[src/logic/fir_pkg.sv]
/*
 * FIR subsystem shared definitions.
 * Widths, vector types, AXI4-Lite and stream structs,
 * register map and control FSM states.
 */
package fir_pkg;

    localparam int DATA_WIDTH = 16;
    localparam int COEF_WIDTH = 18;
    localparam int CH_NUM     = 2;
    localparam int MAX_TAPS   = 32;
    localparam int ACC_WIDTH  = DATA_WIDTH + COEF_WIDTH + $clog2(MAX_TAPS);

    typedef logic signed [DATA_WIDTH-1:0] sample_t;
    typedef logic signed [COEF_WIDTH-1:0] coef_t;
    typedef logic signed [ACC_WIDTH-1:0]  acc_t;
    typedef logic [5:0]                   shift_t;
    typedef logic [4:0]                   tap_idx_t;

    // ******************************
    // AXI4-Lite
    typedef struct packed {
        logic [11:0] awaddr;
        logic        awvalid;
        logic [31:0] wdata;
        logic [3:0]  wstrb;
        logic        wvalid;
        logic        bready;
        logic [11:0] araddr;
        logic        arvalid;
        logic        rready;
    } axil_req_t;

    typedef struct packed {
        logic        awready;
        logic        wready;
        logic [1:0]  bresp;
        logic        bvalid;
        logic        arready;
        logic [31:0] rdata;
        logic [1:0]  rresp;
        logic        rvalid;
    } axil_rsp_t;

    // ******************************
    // sample stream
    typedef struct packed {
        logic                     valid;
        sample_t [CH_NUM-1:0]     data;
    } smp_beat_t;

    typedef struct packed {
        logic                     valid;
        sample_t [CH_NUM-1:0]     data;
    } out_beat_t;

    // ******************************
    // register map
    localparam logic [11:0] REG_CTRL      = 12'h000; // enable [0], shift [13:8].
    localparam logic [11:0] REG_STATUS    = 12'h004; // sat flag [0], count [31:16].
    localparam logic [11:0] REG_COEF_BASE = 12'h100; // tap k at base + 4k.

    localparam logic [1:0] RESP_OKAY   = 2'b00;
    localparam logic [1:0] RESP_SLVERR = 2'b10;

    typedef enum logic [1:0] {
        IDLE,
        RESP,
        READ
    } csr_state_e;

endpackage

[src/logic/fir_coef_bank.sv]
/*
 * Coefficient register bank.
 * One write port, one registered readback port,
 * all taps presented in parallel.
 */
`timescale 1ns/10ps

module fir_coef_bank import fir_pkg::*; #(
    parameter int TAP_NUM = 8
) (
    input  logic                clk_i,
    input  logic                rst_i,
    input  logic                we_i,
    input  tap_idx_t            waddr_i,
    input  coef_t               wdata_i,
    input  tap_idx_t            raddr_i,
    output coef_t               rdata_o,
    output coef_t [TAP_NUM-1:0] coefs_o
);

    localparam int IDX_W = $clog2(TAP_NUM);

    // taps live directly in the output vector.
    always_ff @(posedge clk_i) begin
        if (rst_i) begin
            coefs_o <= '0;
        end else if (we_i && (waddr_i < TAP_NUM)) begin
            coefs_o[waddr_i[IDX_W-1:0]] <= wdata_i;
        end
    end

    always_ff @(posedge clk_i) begin
        if (raddr_i < TAP_NUM) begin
            rdata_o <= coefs_o[raddr_i[IDX_W-1:0]];
        end else begin
            rdata_o <= '0; // out of range reads as zero.
        end
    end

endmodule

[config.mk]
export PLATFORM = sky130hd
export DESIGN_NAME = fir_coef_bank
export DESIGN_NICKNAME = d
export VERILOG_FILES = /design/src/logic/fir_pkg.sv /design/src/logic/fir_coef_bank.sv
export SDC_FILE = /design/constraint.sdc
export NUM_CORES = 1
export LEC_CHECK = 0
export BUFFER_PORTS_ARGS = -buffer_cell sky130_fd_sc_hd__buf_4
export CORE_MARGIN = 5
export CORE_UTILIZATION = 40
export DETAILED_ROUTE_END_ITERATION = 16
export GPL_ROUTABILITY_DRIVEN = 0
export PLACE_DENSITY = 0.62
export SLEW_MARGIN = 15
export SYNTH_ARGS = -nofsm -noshare
export SYNTH_HDL_FRONTEND = slang
export SYNTH_SLANG_ARGS = --single-unit
[constraint.sdc]
create_clock -name clk_i -period 2.7 [get_ports clk_i]
set_input_delay 0.675 -clock clk_i [delete_from_list [all_inputs] [get_ports clk_i]]
set_output_delay 0.675 -clock clk_i [all_outputs]
set_load 0.02 [all_outputs]
[Word-level counts from Yosys, hierarchy flattened]
Index checks and enable logic that the tools add are counted.
Word-level totals
  register bits after elaboration: 162
  bits of input ports: 31
  output and inout port bits: 162
Operators by class
  magnitude comparators: 5
  mux-type cells: 5
  reductions and logical operators: 2
Operators by type and width (count)
  $bwmux W144: 1
  $bmux W18 S3: 1
  $demux W18 S3: 1
  $mux W18: 2
  $lt A5 B4 Y1 const B: 2
  $lt A3 B4 Y1 const B: 2
  $ge A3 B1 Y1 const B: 1
  $logic_and A1 B1 Y1: 2

[Depth between registers and ports, before layout]
  depth after elaboration: 5
  mapped depth: 6
  gate-level depth less buffers: 3

[Least setup slack after synthesis]
OpenSTA, ideal clock, no wires.
  path kind: input -> register
  start: in raddr_i[1]
  end: reg rdata_o[0]
  data arrival time: 1.655 ns
  data required time: 2.577 ns
  slack: 0.922 ns
  cell stages on the path: 5
  buffers on the path: 2
  path through: buf_2 buf_2 mux2i_1 o22ai_1 or2_2
Between the ends
  word-level cells in the longest chain between the ends: 2
  elaborated cells between the ends (all ways): 3
Ends and longest elaborated chain
  from (decl): line fir_coef_bank.sv:16  | input tap_idx_t raddr_i,
  $bmux W18 S3: line fir_coef_bank.sv:34  | rdata_o <= coefs_o[raddr_i[IDX_W-1:0]];
  $mux W18 (implied by the code): line fir_coef_bank.sv:34
  to (signal assigned): line fir_coef_bank.sv:34
  to (decl): line fir_coef_bank.sv:17  | output coef_t rdata_o,
Parallel ways exist; a longest one is shown, timed or not. The select of a mux whose other input is x is not followed.
A chain may end at the register's enable or synchronous reset.

[Worst setup path in the final report]
  start: in raddr_i[4]
  end: reg rdata_o[5]
Between the ends
  word-level cells in the longest chain between the ends: 1
Ends and longest elaborated chain
  $lt A5 B4 Y1: line fir_coef_bank.sv:33  | if (raddr_i < TAP_NUM) begin
No other way between the ends.

==> summary.md <==
The run gives 0 as the number of setup violations in the final report. The type of origin of the critical path is an input port. Global-route wire length before repair: 33500 µm. At the pin with the least slew margin, the transition time is 1.07 ns.

The worst IR drop on VDD is 0.000438 V, and the portion of the clock cycle consumed by the worst path in the final layout is 0.788. Based on the critical path, the design can be clocked at up to 0.470 GHz. Clock-pin slew was measured on the worst setup and hold paths at 0.06 ns.

Final-report hold violation count: 0. The largest net degree at the start of global routing came out at 82. The post-route core utilization was 0.521; the setup skew after layout was 0.00342 ns.

The per-instance average area after synthesis is 10.7 µm², and the x dimension of the die is 145 µm. Buffers added to address setup during post-CTS repair amount to 0. The run gives 3.07 ns as the required time of the worst setup path. The first routing iteration left 250 violations. sky130_fd_sc_hd__mux2i_1 is the most common cell in the netlist.

After floorplanning, the core was sized to cover 0.0179 mm². The cell count after synthesis came out at 677. For the routed wire length, the log shows 22500 µm.

The share of the synthesized area in the top cell type is 0.447. The worst setup path is captured at a register. STA puts the critical path data arrival time at 2.50 ns. After layout, the design draws a total of 5.13 mW.

The clock reaches the later pin of the worst-skew pair after 0.42 ns. The number of global-route vias before repair was 5677; the final non-filler cell total was 1076. No sink is reached through more buffers than the 2 on the longest clock path.

The commonest cells after synthesis are sky130_fd_sc_hd__mux2i_1, sky130_fd_sc_hd__dfxtp_1, sky130_fd_sc_hd__nand2b_1. Counting I/O delays and the setup requirement, the final critical path takes 2.13 ns. The run gives 0 as the number of instances resized during post-cts repair.

The library cell with the largest summed area after synthesis was sky130_fd_sc_hd__dfxtp_1. After detailed routing, the number of remaining DRC violations is 0. The count of buffers added on input and output ports is 192. After synthesis, the netlist uses 25 different library cells.

The areal power density over the cells is 550 mW/mm², and the total via count after detailed routing is 5568. After routing, the total negative slack on setup checks comes to 0 ns. In this run, synthesis produced a sequential element count of 162.

Counting the fill cells in the layout gives 1617. The global-route total usage across every layer came out at 0.212. In this run the worst hold path is classified as reg -> reg. Clock tree synthesis inserted a total of 17 buffers. In this run the clock root is driven by a sky130_fd_sc_hd__clkbuf_16. The tool flagged a number of max-cap violations equal to 0.

The tools report the final layout net count as 865. The critical path starts at raddr_i[4]. The worst setup path is of the in -> reg kind. Detailed placement ended at an HPWL of 16200 µm. After detailed placement, the design holds a cell count of 1044. The fraction of the yosys area taken by sequential cells is 0.447, and the number of antenna violations at the first check in global routing is 0. For the synthesized area, the log shows 0.00726 mm². The floorplan has 49 rows. The die height is 145 µm, and the maximum net fanout on the critical path is 18. The startpoint of the worst register-to-register path is coefs_o[131].

The overflow left after global routing was 0; the total of warnings raised by yosys was 0. The detail route stage leaves a number of antenna-violating nets equal to 0. The run gives 193 as the I/O pin total.

By area the synthesized netlist is led by sky130_fd_sc_hd__dfxtp_1, sky130_fd_sc_hd__mux2i_1, sky130_fd_sc_hd__nand2b_1. After detailed routing, the average wire length per cell comes to 20.9 µm. Using the TritonRoute via totals, the vias-per-cell ratio works out to 5.17.

The effective utilization at floorplan is 0.406, and the iteration count of the initial detailed-routing pass is 4. The tools report the number of H-tree branching levels as 4. The most used flip-flop cell after synthesis is sky130_fd_sc_hd__dfxtp_1. The tools report the sink count of the clock tree as 162. Setup repair after global routing left no endpoint under its margin. TritonCTS built the clock tree.

The share of synthesized registers carrying an async set or reset was 0. The run finished with clean final reports. The synthesized design contains 0 enable-type register cells. From synthesis to final layout, the design area changed by 28.4%.

The antenna diode instance count was 0; the fraction of layout instances using a drive strength above 1 was 0.295. The relative slew slack is 0.283. The run gives 0.0210 mm² as the area enclosed by the die boundary. Hold-fix buffer count after cts: 0.

Synthesis produced a netlist with a net count of 708. Worst-case hold slack: 0.493 ns. In this run the most critical hold path is launched from coefs_o[94]. For the leakage power, the log shows 4.72 nW. For the final max-slew violation count, the log shows 0.
worst max-delay path: stages:
cell	delay (ns)
sky130_fd_sc_hd__buf_4	0.12
sky130_fd_sc_hd__nand4bb_1	0.91
sky130_fd_sc_hd__o22ai_1	0.60
sky130_fd_sc_hd__or2_2	0.18
cell type report:
cell class	count	area, µm²	area share
clock buffer	21	470	0.0504
clock inverter	11	110	0.0118
multi-input combinational	451	3670	0.394
sequential	162	3240	0.348
tap	229	287	0.0307
timing repair buffer	202	1540	0.165
through the flow:
| step | area (µm²) | worst slack, ns |
|---|---|---|
| 5_1_grt | 9330 | 0.527 |
| 3_5_place_dp | 8750 | 0.0981 |
| 2_1_floorplan | 7260 | 0.922 |
| 6_report | 9330 | 0.573 |
| 4_1_cts | 9330 | 0.541 |
| 3_3_place_gp | 8750 | 0.143 |
cell families after synthesis:
family | synth area share
multiplexers | 0.298
AND/OR/NAND/NOR | 0.177
flip-flops | 0.447
buffers and inverters | 0.0475
AO/OA/AOI/OAI | 0.0310
path summary, 6_finish.rpt:
kind	end	slack, ns	cells after the start
setup / recovery	rdata_o[5]	0.57	4
hold / removal	coefs_o[94]	0.49	2
setup reg to reg	rdata_o[5]	1.60	3
hold reg to reg	coefs_o[94]	0.49	2
registers in the layout, summed over array words and instances (netlist names):
signal,count
coefs_o,144
rdata_o,18
placed cells by master, fill, tap and decap left out:
master / count
sky130_fd_sc_hd__or2_1: 11
sky130_fd_sc_hd__or2_2: 7
sky130_fd_sc_hd__clkinvlp_4: 2
sky130_fd_sc_hd__nand2_4: 1
sky130_fd_sc_hd__nor4b_4: 1
sky130_fd_sc_hd__and2_2: 2
sky130_fd_sc_hd__clkinv_2: 7
sky130_fd_sc_hd__and4bb_2: 1
sky130_fd_sc_hd__o22ai_1: 36
sky130_fd_sc_hd__nand2_1: 1
sky130_fd_sc_hd__nand2_2: 4
sky130_fd_sc_hd__buf_12: 2
sky130_fd_sc_hd__clkbuf_1: 1
sky130_fd_sc_hd__buf_4: 200
sky130_fd_sc_hd__mux2i_1: 216
sky130_fd_sc_hd__dfxtp_1: 162
sky130_fd_sc_hd__clkbuf_8: 3
sky130_fd_sc_hd__nor2_1: 1
sky130_fd_sc_hd__nand4bb_1: 1
sky130_fd_sc_hd__nor2b_1: 2
sky130_fd_sc_hd__or4b_1: 2
sky130_fd_sc_hd__nand2b_1: 162
sky130_fd_sc_hd__nand3_1: 1
sky130_fd_sc_hd__bufinv_16: 2
sky130_fd_sc_hd__clkbuf_16: 17
sky130_fd_sc_hd__nand3_2: 1
sky130_fd_sc_hd__or4_1: 1
layer usage:
layer / up-vias / GRT usage / share of wire
met5: - / 0 / 0
met2: 204 / 0.363 / 0.49
li1: 2623 / - / -
met3: 28 / 0.0762 / 0.090
met1: 2713 / 0.254 / 0.41
met4: 0 / 0.0506 / 0.014
where the power goes:
group / leakage (nW) / switching [mW] / internal (mW) / total, mW
Sequential: 1.31 / 0.0155 / 2.41 / 2.42
Clock: 0.288 / 0.966 / 1.42 / 2.39
Combinational: 3.12 / 0.177 / 0.144 / 0.321
(Power assumes the default switching activity.)
