--- src/logic/fir_pkg.sv ---
/*
 * FIR subsystem shared definitions.
 * Widths, vector types, AXI4-Lite and stream structs,
 * register map and control FSM states.
 */
package fir_pkg;

    localparam int DATA_WIDTH = 16;
    localparam int COEF_WIDTH = 18;
    localparam int CH_NUM     = 2;
    localparam int MAX_TAPS   = 32;
    localparam int ACC_WIDTH  = DATA_WIDTH + COEF_WIDTH + $clog2(MAX_TAPS);

    typedef logic signed [DATA_WIDTH-1:0] sample_t;
    typedef logic signed [COEF_WIDTH-1:0] coef_t;
    typedef logic signed [ACC_WIDTH-1:0]  acc_t;
    typedef logic [5:0]                   shift_t;
    typedef logic [4:0]                   tap_idx_t;

    // ******************************
    // AXI4-Lite
    typedef struct packed {
        logic [11:0] awaddr;
        logic        awvalid;
        logic [31:0] wdata;
        logic [3:0]  wstrb;
        logic        wvalid;
        logic        bready;
        logic [11:0] araddr;
        logic        arvalid;
        logic        rready;
    } axil_req_t;

    typedef struct packed {
        logic        awready;
        logic        wready;
        logic [1:0]  bresp;
        logic        bvalid;
        logic        arready;
        logic [31:0] rdata;
        logic [1:0]  rresp;
        logic        rvalid;
    } axil_rsp_t;

    // ******************************
    // sample stream
    typedef struct packed {
        logic                     valid;
        sample_t [CH_NUM-1:0]     data;
    } smp_beat_t;

    typedef struct packed {
        logic                     valid;
        sample_t [CH_NUM-1:0]     data;
    } out_beat_t;

    // ******************************
    // register map
    localparam logic [11:0] REG_CTRL      = 12'h000; // enable [0], shift [13:8].
    localparam logic [11:0] REG_STATUS    = 12'h004; // sat flag [0], count [31:16].
    localparam logic [11:0] REG_COEF_BASE = 12'h100; // tap k at base + 4k.

    localparam logic [1:0] RESP_OKAY   = 2'b00;
    localparam logic [1:0] RESP_SLVERR = 2'b10;

    typedef enum logic [1:0] {
        IDLE,
        RESP,
        READ
    } csr_state_e;

endpackage

--- src/logic/fir_out_scale.sv ---
/*
 * Output scaler.
 * Round, shift and saturate each accumulator to sample width,
 * flag clipping and register the output beat.
 */
`timescale 1ns/10ps

module fir_out_scale import fir_pkg::*; (
    input  logic              clk_i,
    input  logic              rst_i,
    input  acc_t [CH_NUM-1:0] acc_i,
    input  shift_t            shift_i,
    input  logic              valid_i,
    output out_beat_t         beat_o,
    output logic              sat_o
);

    localparam int RND_W = ACC_WIDTH + 1;
    localparam logic signed [RND_W-1:0] SMP_MAX = 2**(DATA_WIDTH-1) - 1;
    localparam logic signed [RND_W-1:0] SMP_MIN = -(2**(DATA_WIDTH-1));

    logic signed [RND_W-1:0] half;
    sample_t [CH_NUM-1:0]    res;
    logic [CH_NUM-1:0]       clip;
    sample_t [CH_NUM-1:0]    data_q;
    logic                    valid_q;
    logic                    sat_q;

    // half an LSB at the shift position.
    assign half = (shift_i == '0) ? '0 : (RND_W'(1) << (shift_i - 6'd1));

    for (genvar ch = 0; ch < CH_NUM; ch++) begin : g_ch
        logic signed [RND_W-1:0] rnd;
        logic signed [RND_W-1:0] shd;

        assign rnd      = $signed({acc_i[ch][ACC_WIDTH-1], acc_i[ch]}) + half; // no wrap.
        assign shd      = rnd >>> shift_i;
        assign clip[ch] = (shd > SMP_MAX) || (shd < SMP_MIN);
        assign res[ch]  = (shd > SMP_MAX) ? SMP_MAX[DATA_WIDTH-1:0] :
                          (shd < SMP_MIN) ? SMP_MIN[DATA_WIDTH-1:0] : shd[DATA_WIDTH-1:0];
    end

    always_ff @(posedge clk_i) begin
        if (rst_i) begin
            valid_q <= 1'b0;
            sat_q   <= 1'b0;
        end else begin
            valid_q <= valid_i;
            sat_q   <= valid_i && (|clip); // only real beats count.
        end
    end

    always_ff @(posedge clk_i) begin
        data_q <= res;
    end

    assign beat_o = '{valid: valid_q, data: data_q};
    assign sat_o  = sat_q;

endmodule

--- config.mk ---
export PLATFORM = sky130hd
export DESIGN_NAME = fir_out_scale
export DESIGN_NICKNAME = d
export VERILOG_FILES = /design/src/logic/fir_pkg.sv /design/src/logic/fir_out_scale.sv
export SDC_FILE = /design/constraint.sdc
export NUM_CORES = 1
export LEC_CHECK = 0
export BUFFER_PORTS_ARGS = -buffer_cell sky130_fd_sc_hd__buf_4
export CAP_MARGIN = 20
export CORE_MARGIN = 3
export CORE_UTILIZATION = 36
export CTS_BUF_LIST = sky130_fd_sc_hd__clkbuf_4 sky130_fd_sc_hd__clkbuf_8
export CTS_CLUSTER_SIZE = 20
export DETAILED_ROUTE_END_ITERATION = 10
export REMOVE_ABC_BUFFERS = 1
export SLEW_MARGIN = 20
export SYNTH_ARGS = -nofsm -noshare
export SYNTH_HDL_FRONTEND = slang
export SYNTH_SLANG_ARGS = --single-unit
--- constraint.sdc ---
create_clock -name clk_i -period 9.9 [get_ports clk_i]
set_clock_uncertainty 0.1 [all_clocks]
set_input_delay 0.495 -clock clk_i [delete_from_list [all_inputs] [get_ports clk_i]]
set_output_delay 0.495 -clock clk_i [all_outputs]
set_load 0.005 [all_outputs]
# After elaboration in Yosys (flattened, before gate mapping)

Index checks and enable logic that the tools add are counted.

Shift-type cells: 3
Mux-type cells: 3
Reductions and logical operators: 5
$lt $le $gt $ge: 4
Add/sub/neg operators: 3

Operators with widths:

| cell                                                             | count |
|---|---|
| adder 39 x 40 -> 40 bit                                          | 2 |
| greater-than comparator 40 x 16 -> 1 bit (second input constant) | 2 |
| less-than comparator 40 x 16 -> 1 bit (second input constant)    | 2 |
| >>> shifter 40 x 6 -> 40 bit                                     | 2 |
| 2-to-1 mux 40 bit                                                | 1 |
| left shift 1 x 6 -> 40 bit (first input constant)                | 1 |
| 2-to-1 mux 16 bit                                                | 2 |
| logical NOT 6 bit                                                | 1 |
| subtractor 6 x 1 -> 6 bit (second input constant)                | 1 |
| logical OR 1 bit                                                 | 2 |
| OR reduction 2 bit                                               | 1 |
| logical AND 1 bit                                                | 1 |

Register bits: 34
Output and inout bits: 34
Word-level logic and storage cells: 22
Bits of input ports: 87

# Logic depth before layout (Yosys ltp)

Word-level depth: 9
Depth in mapped cells: 30
Gate-level depth less buffers: 21

# Worst setup path after synthesis

OpenSTA, ideal clock, no wires.

Path type: input to register
Start: in shift_i[2]
End: reg data_q, in the netlist beat_o[23]
Setup time: 131 ps
Required time: 9,669 ps
Stages on the path: 27
Path buffers: 10
Path slack: 3,147 ps
Arrival: 6,521 ps
Cells stage by stage: buf_6 clkbuf_1 clkbuf_1 buf_1 clkbuf_1 buf_1 clkbuf_1 and3_1 ha_1 clkbuf_1 nand3_1 nand2_1 maj3_1 and3_1 a32o_1 a31o_1 buf_4 mux2_4 or4_4 nand2_2 nand2_1 o31ai_1 nand3_1 o41ai_2 a31oi_1 buf_2 o21bai_1

Longest elaborated chain between the ends: 7
Elaborated cells on any way between the ends: 9
Classes of those cells: 2 x add/sub; 2 x order compare; 2 x shift; 2 x mux; 1 x reduce/logical

Ends and longest elaborated chain:

| item                                  | line                | source |
|---|---|---|
| start: declaration                    | fir_out_scale.sv:12 | `input shift_t shift_i,` |
| subtractor 6 x 1 -> 6 bit             | fir_out_scale.sv:30 | `assign half = (shift_i == '0) ? '0 : (RND_W'(1) << (shift_i - 6'd1));` |
| left shift 1 x 6 -> 40 bit            | fir_out_scale.sv:30 |  |
| 2-to-1 mux 40 bit                     | fir_out_scale.sv:30 |  |
| adder 39 x 40 -> 40 bit               | fir_out_scale.sv:36 | `assign rnd = $signed({acc_i[ch][ACC_WIDTH-1], acc_i[ch]}) + half;` |
| >>> shifter 40 x 6 -> 40 bit *        | fir_out_scale.sv:37 | `assign shd = rnd >>> shift_i;` |
| less-than comparator 40 x 16 -> 1 bit | fir_out_scale.sv:40 | `(shd < SMP_MIN) ? SMP_MIN[DATA_WIDTH-1:0] : shd[DATA_WIDTH-1:0];` |
| 2-to-1 mux 16 bit                     | fir_out_scale.sv:40 |  |
| end signal: assignment                | fir_out_scale.sv:54 | `data_q <= res;` |
| end: declaration                      | fir_out_scale.sv:25 | `sample_t [CH_NUM-1:0] data_q;` |

Mark *: on every way between the ends. The rest lies on a longest branch, timed or not.
A chain may end at the register's enable or synchronous reset.

# Final worst setup path

Start: in shift_i[3]
End: reg data_q, in the netlist beat_o[13]

Same word-level chain as after synthesis.

==> impl_metrics.tcl <==
set metrics [dict create \
    status "completed" \
    critPathMaxStageDelay_ns 0.91 \
    hold_path_class "primary input to flop" \
    grt_pass1_wl_um 126000 \
    worst_slew_pin_slew_ns 1.16 \
    worstSetupPathType "primary input to flop" \
    cts_setup_buffers 0 \
    num_vias 21000 \
    fin_ws_ns 2.13 \
    antenna_found_initial 1 \
    slew_viol_final 0 \
    dp_hpwl_um 67700 \
    hold_violations 0 \
    setup_viol 0 \
    wirelength_um 87300 \
    gr-total-overflow 0 \
    layout_min_cycle_time_ns 7.77 \
    cts_root_buf "clkbuf_8" \
    start_kind "primary input" \
    syn_to_final_growth_pct 6.55 \
    clockBufferDepth 2 \
    vias_per_cell 7.20 \
    cts_tree "built" \
    finalCritPeriodShare_pct 78.5 \
    place_area_um2 17200 \
    fin_nets 2457 \
    rows 77 \
    synth.distinct_cells 136 \
    clkSlewWorstSetupHoldPaths_ns 0.08 \
    fillers 4777 \
    io_pins 121 \
    cts_buffers 5 \
    htreeDepth 2 \
    setup_tns_ns 0 \
    avgSynthCellArea_um2 6.84 \
    drc 0 \
    grt_max_degree 65 \
    route.antenna.remaining_nets 0 \
    grt_use_total_pct 34.8 \
    pre_cts_slack_ns 2.06 \
    maxSlewHeadroom_pct 21.7 \
    drive_gt1_share_pct 13.6 \
    final_area_um2 17300 \
    io_buffers 120 \
    drv_cap 0 \
    async_flop_share_pct 0 \
    crit_chain "buf_4, inv_2, nor2_1, nand2_1, nor2_1, ha_1, and3_1, and4b_1, o21ai_1, a21oi_2, o311ai_1, a31oi_2, xor2_2, inv_2, nor2_2, a211o_1, o221a_1, nand3_1, or4b_1, o31ai_4, a31o_1" \
    cts_resized 0 \
    drt_iter0_drc 2855 \
    synthFlopType "dfxtp_1" \
    postSynthCellCount 2371 \
    synth_edf_count 0 \
    start_util_pct 36.5 \
    netlist_area_um2 16200 \
    yosysSeqAreaShare_pct 4.19 \
    required_ns 10.05 \
    die_h_um 218 \
    cp_max_fo 51 \
    fp.dieW_um 218 \
    ys_ff_latch 34 \
    cts.sinks 34 \
    arrival_ns 7.92 \
    die_area_um2 47700 \
    peakVddDrop_uv 39.8 \
    rsz0062_at_grt "no" \
    grt_pass1_vias 19500 \
    max_freq_mhz 129 \
    postCtsHoldBufs 0 \
    wl_per_cell_um 30.0 \
    coreArea_um2 44400 \
    gp_congestion 1.08 \
    p_leak_nw 6.55 \
    first_pass_iters 6 \
    cp-end-kind "flop" \
    yosysWarnings 0 \
    power_density_nw_per_um2 60.9 \
    worst_path_max_delay_cell "xor2_2" \
]
cells in the mapped netlist, types with 15 or more instances:
| cell type | n | area [µm²] |
|---|---|---|
| o211ai_1 | 55 | 413 |
| a21o_1 | 66 | 495 |
| and3_1 | 37 | 231 |
| nand2b_1 | 15 | 93.8 |
| o22ai_1 | 27 | 169 |
| o21bai_1 | 15 | 113 |
| and2_1 | 33 | 206 |
| o211a_1 | 15 | 150 |
| a21oi_1 | 145 | 726 |
| or3_1 | 22 | 138 |
| nand2_1 | 226 | 848 |
| a22oi_1 | 16 | 120 |
| mux2_2 | 27 | 304 |
| o221ai_1 | 16 | 140 |
| ha_1 | 50 | 626 |
| buf_2 | 24 | 120 |
| xor2_1 | 22 | 193 |
| nand3_1 | 81 | 405 |
| o21a_1 | 35 | 263 |
| a211o_1 | 26 | 228 |
| nor3_1 | 69 | 345 |
| clkbuf_1 | 138 | 518 |
| a211oi_1 | 67 | 503 |
| nand4_1 | 34 | 213 |
| a2111oi_0 | 16 | 140 |
| dfxtp_1 | 34 | 681 |
| a221oi_1 | 21 | 184 |
| inv_1 | 33 | 124 |
| buf_1 | 28 | 105 |
| o21ai_1 | 26 | 130 |
| o31ai_1 | 21 | 158 |
| o21ai_0 | 116 | 581 |
| a31oi_1 | 50 | 313 |
| nor2_1 | 204 | 766 |
| xnor2_1 | 46 | 403 |
| mux2i_1 | 66 | 661 |
| nor4_1 | 29 | 181 |
| o2111ai_1 | 22 | 193 |
layout make-up:
| cell class | count | area [µm²] | share of cell area (%) |
|---|---|---|---|
| clock buffer | 7 | 90.1 | 0.521 |
| sequential | 34 | 681 | 3.94 |
| tap | 592 | 741 | 4.28 |
| multi-input combinational | 2086 | 14500 | 83.6 |
| inverter | 37 | 139 | 0.803 |
| antenna | 2 | 5.00 | 0.0289 |
| clock inverter | 1 | 5.00 | 0.0289 |
| timing repair buffer | 156 | 1170 | 6.77 |
power breakdown:
group          switching [W]  internal [W]  total (W)
Combinational       0.000514      0.000263   0.000777
Sequential        0.00000402      0.000151   0.000155
Clock              0.0000617     0.0000591   0.000121
cell usage in the layout (no fill, tap or decap), types with 35 or more instances in the layout:
cell	instances
a211oi_1	67
a21o_1	66
a21oi_1	145
a31oi_1	50
and3_1	37
buf_4	156
ha_1	50
mux2i_1	66
nand2_1	226
nand3_1	81
nor2_1	204
nor3_1	69
o211ai_1	55
o21a_1	35
o21ai_0	116
xnor2_1	46
metrics by stage:
stage | cells | hold WS [ns] | util [%] | total power (W)
detailed placement | 2905 | 0.581 | 38.7 | 0.000900
global placement | 2905 | 0.578 | 38.7 | 0.000903
finish | 2915 | 0.263 | 38.9 | 0.00105
CTS | 2913 | 0.252 | 38.9 | 0.00102
global route | 2913 | 0.248 | 38.9 | 0.00110
floorplan | 2157 | 0.478 | - | 0.000590
cell families (layout without fill, tap and decap cells):
kind of cell | after synthesis | count (layout) | synth area share [%]
adder cells (fa/ha/maj) | 58 | 58 | 4.35
other | 0 | 2 | 0
XOR/XNOR | 72 | 72 | 4.07
AO/OA/AOI/OAI | 968 | 968 | 44.3
buffers and inverters | 251 | 201 | 6.74
multiplexers | 110 | 110 | 8.07
AND/OR/NAND/NOR | 878 | 878 | 28.3
flip-flops | 34 | 34 | 4.19
path summary, 6_finish.rpt:
path,from,end,slack [ns],cells past startpoint
worst max-delay path,shift_i[3],beat_o[13],2.13,21
worst min-delay path,rst_i,valid_q,0.26,2
state kept, by name (all words and copies together), names as in the netlist:
| name | flops |
|---|---|
| beat_o | 32 |
| sat_o | 1 |
| valid_q | 1 |
routing by layer:
| metal | wire [µm] | global-route usage (%) |
|---|---|---|
| met5 | 0 | 0 |
| met4 | 6090 | 20.4 |
| met3 | 8270 | 4.85 |
| met2 | 39000 | 56.1 |
| met1 | 33900 | 44.2 |
worst max-delay path: cells and delay by family:
kind	cells	cell delay (ns)
xor+xnor	1	0.91
fa+ha+maj	1	0.40
simple gates	8	2.53
buf+inv	3	1.05
compound gates	8	2.50
Power figures use the tool's default switching activity.
