File: config.mk
export PLATFORM = sky130hd
export DESIGN_NAME = fir_csr
export DESIGN_NICKNAME = d
export VERILOG_FILES = /design/src/logic/fir_pkg.sv /design/src/logic/fir_csr.sv
export SDC_FILE = /design/constraint.sdc
export NUM_CORES = 1
export LEC_CHECK = 0
export BUFFER_PORTS_ARGS = -buffer_cell sky130_fd_sc_hd__clkbuf_2
export CORE_MARGIN = 4
export CORE_UTILIZATION = 44
export CTS_CLUSTER_DIAMETER = 120
export DETAILED_ROUTE_END_ITERATION = 12
export HOLD_SLACK_MARGIN = 0.06
export PLACE_DENSITY = 0.76
export SYNTH_ARGS = -nofsm -noshare
export SYNTH_HDL_FRONTEND = slang
export SYNTH_SLANG_ARGS = --single-unit
File: constraint.sdc
create_clock -name clk_i -period 3.9 [get_ports clk_i]
set_clock_uncertainty 0.2 [all_clocks]
set_input_delay 0.585 -clock clk_i [delete_from_list [all_inputs] [get_ports clk_i]]
set_output_delay 0.585 -clock clk_i [all_outputs]
set_load 0.02 [all_outputs]
File: src/logic/fir_pkg.sv
/*
 * FIR subsystem shared definitions.
 * Widths, vector types, AXI4-Lite and stream structs,
 * register map and control FSM states.
 */
package fir_pkg;

    localparam int DATA_WIDTH = 16;
    localparam int COEF_WIDTH = 18;
    localparam int CH_NUM     = 2;
    localparam int MAX_TAPS   = 32;
    localparam int ACC_WIDTH  = DATA_WIDTH + COEF_WIDTH + $clog2(MAX_TAPS);

    typedef logic signed [DATA_WIDTH-1:0] sample_t;
    typedef logic signed [COEF_WIDTH-1:0] coef_t;
    typedef logic signed [ACC_WIDTH-1:0]  acc_t;
    typedef logic [5:0]                   shift_t;
    typedef logic [4:0]                   tap_idx_t;

    // ******************************
    // AXI4-Lite
    typedef struct packed {
        logic [11:0] awaddr;
        logic        awvalid;
        logic [31:0] wdata;
        logic [3:0]  wstrb;
        logic        wvalid;
        logic        bready;
        logic [11:0] araddr;
        logic        arvalid;
        logic        rready;
    } axil_req_t;

    typedef struct packed {
        logic        awready;
        logic        wready;
        logic [1:0]  bresp;
        logic        bvalid;
        logic        arready;
        logic [31:0] rdata;
        logic [1:0]  rresp;
        logic        rvalid;
    } axil_rsp_t;

    // ******************************
    // sample stream
    typedef struct packed {
        logic                     valid;
        sample_t [CH_NUM-1:0]     data;
    } smp_beat_t;

    typedef struct packed {
        logic                     valid;
        sample_t [CH_NUM-1:0]     data;
    } out_beat_t;

    // ******************************
    // register map
    localparam logic [11:0] REG_CTRL      = 12'h000; // enable [0], shift [13:8].
    localparam logic [11:0] REG_STATUS    = 12'h004; // sat flag [0], count [31:16].
    localparam logic [11:0] REG_COEF_BASE = 12'h100; // tap k at base + 4k.

    localparam logic [1:0] RESP_OKAY   = 2'b00;
    localparam logic [1:0] RESP_SLVERR = 2'b10;

    typedef enum logic [1:0] {
        IDLE,
        RESP,
        READ
    } csr_state_e;

endpackage

File: src/logic/fir_csr.sv
/*
 * AXI4-Lite control slave.
 * Write and read FSMs, control register, sticky saturation
 * flag, output sample counter and coefficient access.
 */
`timescale 1ns/10ps

module fir_csr import fir_pkg::*; #(
    parameter int TAP_NUM = 8
) (
    input  logic      clk_i,
    input  logic      rst_i,
    input  axil_req_t axil_req_i,
    output axil_rsp_t axil_rsp_o,
    output logic      coef_we_o,
    output tap_idx_t  coef_waddr_o,
    output coef_t     coef_wdata_o,
    output tap_idx_t  coef_raddr_o,
    input  coef_t     coef_rdata_i,
    output logic      enable_o,
    output shift_t    shift_o,
    input  logic      out_fire_i,
    input  logic      sat_i
);

    csr_state_e  wr_state;
    csr_state_e  rd_state;
    logic        awready;
    logic        wready;
    logic        bvalid;
    logic [1:0]  bresp;
    logic        arready;
    logic        rvalid;
    logic [1:0]  rresp;
    logic [31:0] rdata;
    logic        sat_flag;
    logic [15:0] out_cnt;
    logic        wr_ctrl;
    logic        wr_status;
    logic        wr_coef;
    logic        rd_coef;

    function automatic logic is_coef(logic [11:0] addr);
        logic [11:0] off;
        off = addr - REG_COEF_BASE;
        return (addr >= REG_COEF_BASE) && (off[11:2] < 10'(TAP_NUM));
    endfunction

    function automatic tap_idx_t coef_idx(logic [11:0] addr);
        logic [11:0] off;
        off = addr - REG_COEF_BASE;
        return off[6:2];
    endfunction

    assign wr_ctrl   = (axil_req_i.awaddr == REG_CTRL);
    assign wr_status = (axil_req_i.awaddr == REG_STATUS);
    assign wr_coef   = is_coef(axil_req_i.awaddr);
    assign rd_coef   = is_coef(axil_req_i.araddr);

    // bank readback registers on the AR handshake edge.
    assign coef_raddr_o = coef_idx(axil_req_i.araddr);

    // ******************************
    // write channel
    always_ff @(posedge clk_i) begin
        if (rst_i) begin
            wr_state  <= IDLE;
            awready   <= 1'b0;
            wready    <= 1'b0;
            bvalid    <= 1'b0;
            coef_we_o <= 1'b0;
            enable_o  <= 1'b0;
            shift_o   <= '0;
            sat_flag  <= 1'b0;
        end else begin
            coef_we_o <= 1'b0;
            case (wr_state)
                IDLE: begin
                    if (awready) begin
                        awready  <= 1'b0;
                        wready   <= 1'b0;
                        bvalid   <= 1'b1;
                        wr_state <= RESP;
                        if (wr_ctrl) begin
                            if (axil_req_i.wstrb[0]) enable_o <= axil_req_i.wdata[0];
                            if (axil_req_i.wstrb[1]) shift_o <= axil_req_i.wdata[13:8];
                        end else if (wr_status) begin
                            if (axil_req_i.wstrb[0] && axil_req_i.wdata[0]) sat_flag <= 1'b0;
                        end else if (wr_coef) begin
                            coef_we_o <= 1'b1;
                        end
                    end else if (axil_req_i.awvalid && axil_req_i.wvalid) begin
                        awready <= 1'b1; // both channels taken together.
                        wready  <= 1'b1;
                    end
                end
                RESP: begin
                    if (axil_req_i.bready) begin
                        bvalid   <= 1'b0;
                        wr_state <= IDLE;
                    end
                end
                default: wr_state <= IDLE;
            endcase
            if (sat_i) sat_flag <= 1'b1; // new clip wins over clear.
        end
    end

    always_ff @(posedge clk_i) begin
        if (awready) begin
            coef_waddr_o <= coef_idx(axil_req_i.awaddr);
            coef_wdata_o <= axil_req_i.wdata[COEF_WIDTH-1:0];
            bresp        <= (wr_ctrl || wr_status || wr_coef) ? RESP_OKAY : RESP_SLVERR;
        end
    end

    always_ff @(posedge clk_i) begin
        if (rst_i) begin
            out_cnt <= '0;
        end else if (out_fire_i) begin
            out_cnt <= out_cnt + 16'd1; // wraps.
        end
    end

    // ******************************
    // read channel
    always_ff @(posedge clk_i) begin
        if (rst_i) begin
            rd_state <= IDLE;
            arready  <= 1'b0;
            rvalid   <= 1'b0;
        end else begin
            case (rd_state)
                IDLE: begin
                    if (arready) begin
                        arready <= 1'b0;
                        if (rd_coef) begin
                            rd_state <= READ; // wait for bank readback.
                        end else begin
                            rvalid   <= 1'b1;
                            rd_state <= RESP;
                        end
                    end else if (axil_req_i.arvalid) begin
                        arready <= 1'b1;
                    end
                end
                READ: begin
                    rvalid   <= 1'b1;
                    rd_state <= RESP;
                end
                RESP: begin
                    if (axil_req_i.rready) begin
                        rvalid   <= 1'b0;
                        rd_state <= IDLE;
                    end
                end
                default: rd_state <= IDLE;
            endcase
        end
    end

    always_ff @(posedge clk_i) begin
        if (arready) begin
            rresp <= RESP_OKAY;
            rdata <= '0;
            if (axil_req_i.araddr == REG_CTRL) begin
                rdata <= {18'b0, shift_o, 7'b0, enable_o};
            end else if (axil_req_i.araddr == REG_STATUS) begin
                rdata <= {out_cnt, 15'b0, sat_flag};
            end else if (!rd_coef) begin
                rresp <= RESP_SLVERR;
            end
        end else if (rd_state == READ) begin
            rdata <= {{(32-COEF_WIDTH){coef_rdata_i[COEF_WIDTH-1]}}, coef_rdata_i};
        end
    end

    assign axil_rsp_o = '{
        awready: awready,
        wready:  wready,
        bresp:   bresp,
        bvalid:  bvalid,
        arready: arready,
        rdata:   rdata,
        rresp:   rresp,
        rvalid:  rvalid
    };

endmodule

# Yosys cells after proc, flatten, opt, wreduce, memory -nomap -nowiden
# Index checks and enable logic that the tools add are counted.
[totals]
out_inout_bits = 77
inputBits = 87
word_cells = 98
regBits = 93
[classes]
magnitude_cmp = 4
add_sub_neg = 3
bitwise = 2
reduce_logical = 28
eq_ne = 11
n_mux = 33
[op_table]
columns = ["operator", "n"]
rows = [
  ["2-to-1 mux 32 bit", 4],
  ["equality test 12 x 3 -> 1 bit, second input constant", 2],
  ["greater-or-equal comparator 12 x 9 -> 1 bit, second input constant", 2],
  ["zero test 12 bit", 2],
  ["subtractor 12 x 9 -> 12 bit, second input constant", 2],
  ["less-than comparator 10 x 4 -> 1 bit, second input constant", 2],
  ["2-to-1 mux 1 bit", 18],
  ["adder 16 x 1 -> 16 bit, second input constant", 1],
  ["2-to-1 mux 2 bit", 7],
  ["nonzero test 2 bit", 7],
  ["!= test 2 bit, second input constant", 6],
  ["AND reduction 4 bit", 3],
  ["one-hot mux 2 bit (3 select lines)", 1],
  ["AND reduction 2 bit", 3],
  ["AND reduction 5 bit", 1],
  ["OR reduction 5 bit", 1],
  ["equality test 2 x 1 -> 1 bit, second input constant", 2],
  ["logical AND 1 bit", 4],
  ["zero test 2 bit", 2],
  ["one-hot mux 2 bit (2 select lines)", 1],
  ["one-hot mux 1 bit (3 select lines)", 1],
  ["AND reduction 3 bit", 1],
  ["nonzero test 3 bit", 1],
  ["equality test 2 bit, second input constant", 1],
  ["other kinds (4)", 6],
]

# Longest topological paths before layout
[logic_depth]
depth_word = 7
mapped_depth = 6
ltp_nobuf = 5

# Worst setup path after synthesis
# OpenSTA, ideal clock, no wires.
[synth_timing]
path_kind = "reg2reg"
from = "register awready"
to = "register shift_o[0]"
setup_ns = 0.072
t_required_ns = 3.628
slack_ns = 1.602
period_less_slack_ns = 2.298
arrival_time_ns = 2.027
path_stages_with_launch = 5
path_buffers = 0
path_cell_list = "dfxtp_1 -> nor2b_1 -> nand4_1 -> nor3b_2 -> mux2i_1"
[synth_via]
elab_chain_cells = 1
[synth_lines]
columns = ["element", "line_no", "rtl"]
rows = [
  ["from (decl)", "fir_csr.sv:28", "logic awready;"],
  ["from (signal assigned)", "fir_csr.sv:68", "awready <= 1'b0;"],
  ["from (signal assigned)", "fir_csr.sv:80", "awready <= 1'b0;"],
  ["from (signal assigned)", "fir_csr.sv:93", "awready <= 1'b1;"],
  ["AND reduction 4 bit (no source line)", "-", ""],
  ["to (signal assigned)", "fir_csr.sv:86", "if (axil_req_i.wstrb[1]) shift_o <= axil_req_i.wdata[13:8];"],
  ["to (decl)", "fir_csr.sv:21", "output shift_t shift_o,"],
]
# Every way passes these cells.
# A chain may end at the register's enable or synchronous reset.

# Worst setup path in the final report
[layout_timing]
from = "register arready"
to = "register rdata[12], data pin"
[layout_via]
elab_chain_cells = 1
[layout_lines]
columns = ["element", "line_no", "rtl"]
rows = [
  ["from (decl)", "fir_csr.sv:32", "logic arready;"],
  ["from (signal assigned)", "fir_csr.sv:130", "arready <= 1'b0;"],
  ["from (signal assigned)", "fir_csr.sv:136", "arready <= 1'b0;"],
  ["from (signal assigned)", "fir_csr.sv:144", "arready <= 1'b1;"],
  ["2-to-1 mux 32 bit", "fir_csr.sv:163", "if (arready) begin"],
  ["to (signal assigned)", "fir_csr.sv:167", "rdata <= {18'b0, shift_o, 7'b0, enable_o};"],
  ["to (signal assigned)", "fir_csr.sv:169", "rdata <= {out_cnt, 15'b0, sat_flag};"],
  ["to (signal assigned)", "fir_csr.sv:174", "rdata <= {{(32-COEF_WIDTH){coef_rdata_i[COEF_WIDTH-1]}}, coef_rdata_i};"],
  ["to (decl)", "fir_csr.sv:35", "logic [31:0] rdata;"],
]
# Every way passes these cells.

==> metrics.md <==
| Metric | Value |
|---|---|
| Worst-path cell chain | `clkinv_2, or4_4, nor4_4, a22o_1` |
| RSZ-0062 raised after global routing | `no` |
| DRC Markers | `0` |
| Vias in the first global route | `2,576` |
| Largest net degree at the start of global routing | `39` |
| Initial antenna violation count | `0` |
| Ys Warns | `0` |
| Fin cells | `524` |
| Final hold violation count | `0` |
| Final period util | `61.9%` |
| Max Clk Rate | `0.414 GHz` |
| VDD IR-drop max | `0.184 mV` |
| PwrDens | `429 nW/um^2` |
| Initial Util | `45.8%` |
| N_diodes | `0` |
| Hold Path Class | `in -> reg` |
| Slowest CP cell | `dfxtp_1` |
| Setup Crit Path Kind | `reg -> reg` |
| Port buffer count | `145` |
| Most frequent cells after synthesis | `edfxtp_1, dfxtp_1, nor2_1` |
| Final Wtd Congestion | `0.837` |
| Final #Nets | `505` |
| Main area contributors after synthesis | `edfxtp_1, dfxtp_1, a21o_1` |
| Leakage | `1.90 nW` |
| Placed insts | `508` |
| Top-count cell post-synth | `edfxtp_1` |
| Vias post-DR | `2,655` |
| WL per Instance | `15.5 um` |
| Skew-Pair Late Insertion Delay | `0.35 ns` |
| CTS root buf | `clkbuf_8` |
| Post-synthesis sequential area ratio | `65.8%` |
| CTS clk-pin slew, worst paths | `0.09 ns` |
| Total routing usage reported by global routing | `16.7%` |
| Final setup fails | `0` |
| Max-cap violation count | `0` |
| Worst Setup End Kind | `flop` |
| Mean Syn Cell Area | `12.8 um^2` |
| Status | `finished, final reports clean` |
| Required @ worst endpoint | `3.93 ns` |
| Starting DRT DRC Count | `94` |
| Fin crit period | `2.42 ns` |
| Via/cell ratio | `5.07` |
| Die area | `9620 um^2` |
| CTS Sinks | `89` |
| Worst Path Arrival | `2.44 ns` |
| Layout cells sized above 1 | `40.8%` |
| Setup TNS | `0 ns` |
| Cell Rows | `32` |
| Syn Inst Count | `280` |
| Final antenna-violating net count | `0` |
| Measured slew at the worst slew-check pin | `1.05 ns` |
| CTS Hold Bufs | `0` |
| Core area | `7810 um^2` |
| Synth area leader | `edfxtp_1` |
| TritonCTS Buffers | `9` |
| HPWL after DPL | `6130 um` |
| First-pass GRT wire length | `12,900 um` |
| Worst setup SP type | `flop` |
| Mapped Area | `3570 um^2` |
| Top_reg_cell synth | `edfxtp_1` |
| Number of max-slew violations in the final report | `0` |
| Worst-path fanout max | `18` |
| Fill cell count | `698` |
| Clock buffer depth | `2` |
| Resized Gates After CTS | `0` |
| Top cell type's share of synthesized area | `47.9%` |
| CP max stage delay | `0.69 ns` |
| Synth Register Bits | `89` |
| P&R area growth vs syn | `26.8%` |
| TritonRoute pass-1 iters | `4` |
| Post-CTS Setup Bufs | `0` |
| Total Wirelength | `8110 um` |
| Chip Width | `98.1 um` |
| Die Height | `98.1 um` |
| Gr ovfl total | `0` |
| Async set-reset flop share out of synthesis | `0%` |
| Max-slew headroom | `30.2%` |
| IO Count | `164` |
| Post-synth EDFFs | `57` |
| Number of distinct library cells after synthesis | `38` |
| H-tree depth | `3` |
| CTS tree | `built` |
[per-layer routing]
layer	part of all wire, %	vias up	GRT usage (%)
li1	-	1282	-
met1	39	1277	19.2
met2	54	89	30.4
met3	6.1	7	4.93
met4	1.1	0	4.47
met5	0	-	0
[sequential cells by signal, summed over array words and instances (netlist names)]
register / flops
bvalid: 1
coef_waddr_o: 5
coef_we_o: 1
sat_flag: 1
rdata: 32
rd_state: 2
coef_wdata_o: 18
wready: 1
shift_o: 6
awready: 1
rvalid: 1
bresp: 1
enable_o: 1
arready: 1
rresp: 1
out_cnt: 16
[final cells by class]
type / count / area [um^2] / area share, %
Tap cell: 102 / 128 / 2.82
Inverter: 8 / 31.3 / 0.691
Timing Repair Buffer: 147 / 741 / 16.4
Clock inverter: 7 / 95.1 / 2.10
Multi-Input combinational cell: 162 / 1060 / 23.4
Clock buffer: 9 / 124 / 2.73
Sequential cell: 89 / 2350 / 51.9
[final timing paths]
path / start / to / slack, ns / cells after the start
worst min register to register: enable_o / enable_o / 0.29 / 2
worst min-delay path: axil_req_i[37] / coef_wdata_o[17] / 0.21 / 1
worst max-delay path: arready / rdata[12] / 1.48 / 4
worst max register to register: arready / rdata[12] / 1.48 / 4
[through the flow]
| stage | area, um^2 | power [mW] | setup slack, ns | hold WS [ns] | util [%] |
|---|---|---|---|---|---|
| finish | 4530 | 1.94 | 1.48 | 0.208 | 58.0 |
| global route | 4530 | 2.03 | 1.27 | 0.170 | 58.0 |
| CTS | 4530 | 1.96 | 1.44 | 0.190 | 58.0 |
| detailed placement | 4310 | 1.28 | 1.22 | 0.286 | 55.2 |
| global placement | 4310 | 1.27 | 1.31 | 0.269 | 55.2 |
| floorplan | 3580 | 1.20 | 1.60 | 0.250 | - |
[cell usage in the layout (no fill, tap or decap), types with 8 or more instances in the layout]
| cell | n |
|---|---|
| dfxtp_1 | 32 |
| nor2b_1 | 11 |
| nand2b_1 | 13 |
| o21ai_0 | 10 |
| a21o_1 | 17 |
| clkbuf_8 | 9 |
| xnor2_1 | 8 |
| nor3_1 | 9 |
| clkbuf_2 | 145 |
| nor2_1 | 22 |
| edfxtp_1 | 57 |
| a21oi_1 | 8 |
[power by group]
part | internal (mW) | total (mW) | leakage [nW] | switching [mW]
Sequential | 1.05 | 1.06 | 0.786 | 0.0190
Clock | 0.361 | 0.686 | 0.109 | 0.325
Combinational | 0.0765 | 0.192 | 1.01 | 0.116
Total | 1.48 | 1.94 | 1.90 | 0.460
[logic make-up (layout without fill, tap and decap cells)]
family / Yosys count / after routing / synth area share, %
and+or+nand+nor: 94 / 94 / 15.4
DFF: 89 / 89 / 65.8
AOI/OAI and AO/OA: 46 / 46 / 8.69
buffers and inverters: 30 / 171 / 4.62
xor gates and xnor gates: 11 / 11 / 2.70
muxes: 8 / 8 / 2.28
adders and majority gates: 1 / 1 / 0.350
other: 1 / 2 / 0.105
[worst max-delay path: cells and delay by family, from the launching register on]
family | cells | cell delay [ns]
simple gates | 2 | 0.92
compound gates | 1 | 0.20
flops | 1 | 0.69
buf+inv | 1 | 0.28
Power figures use the tool's default switching activity.
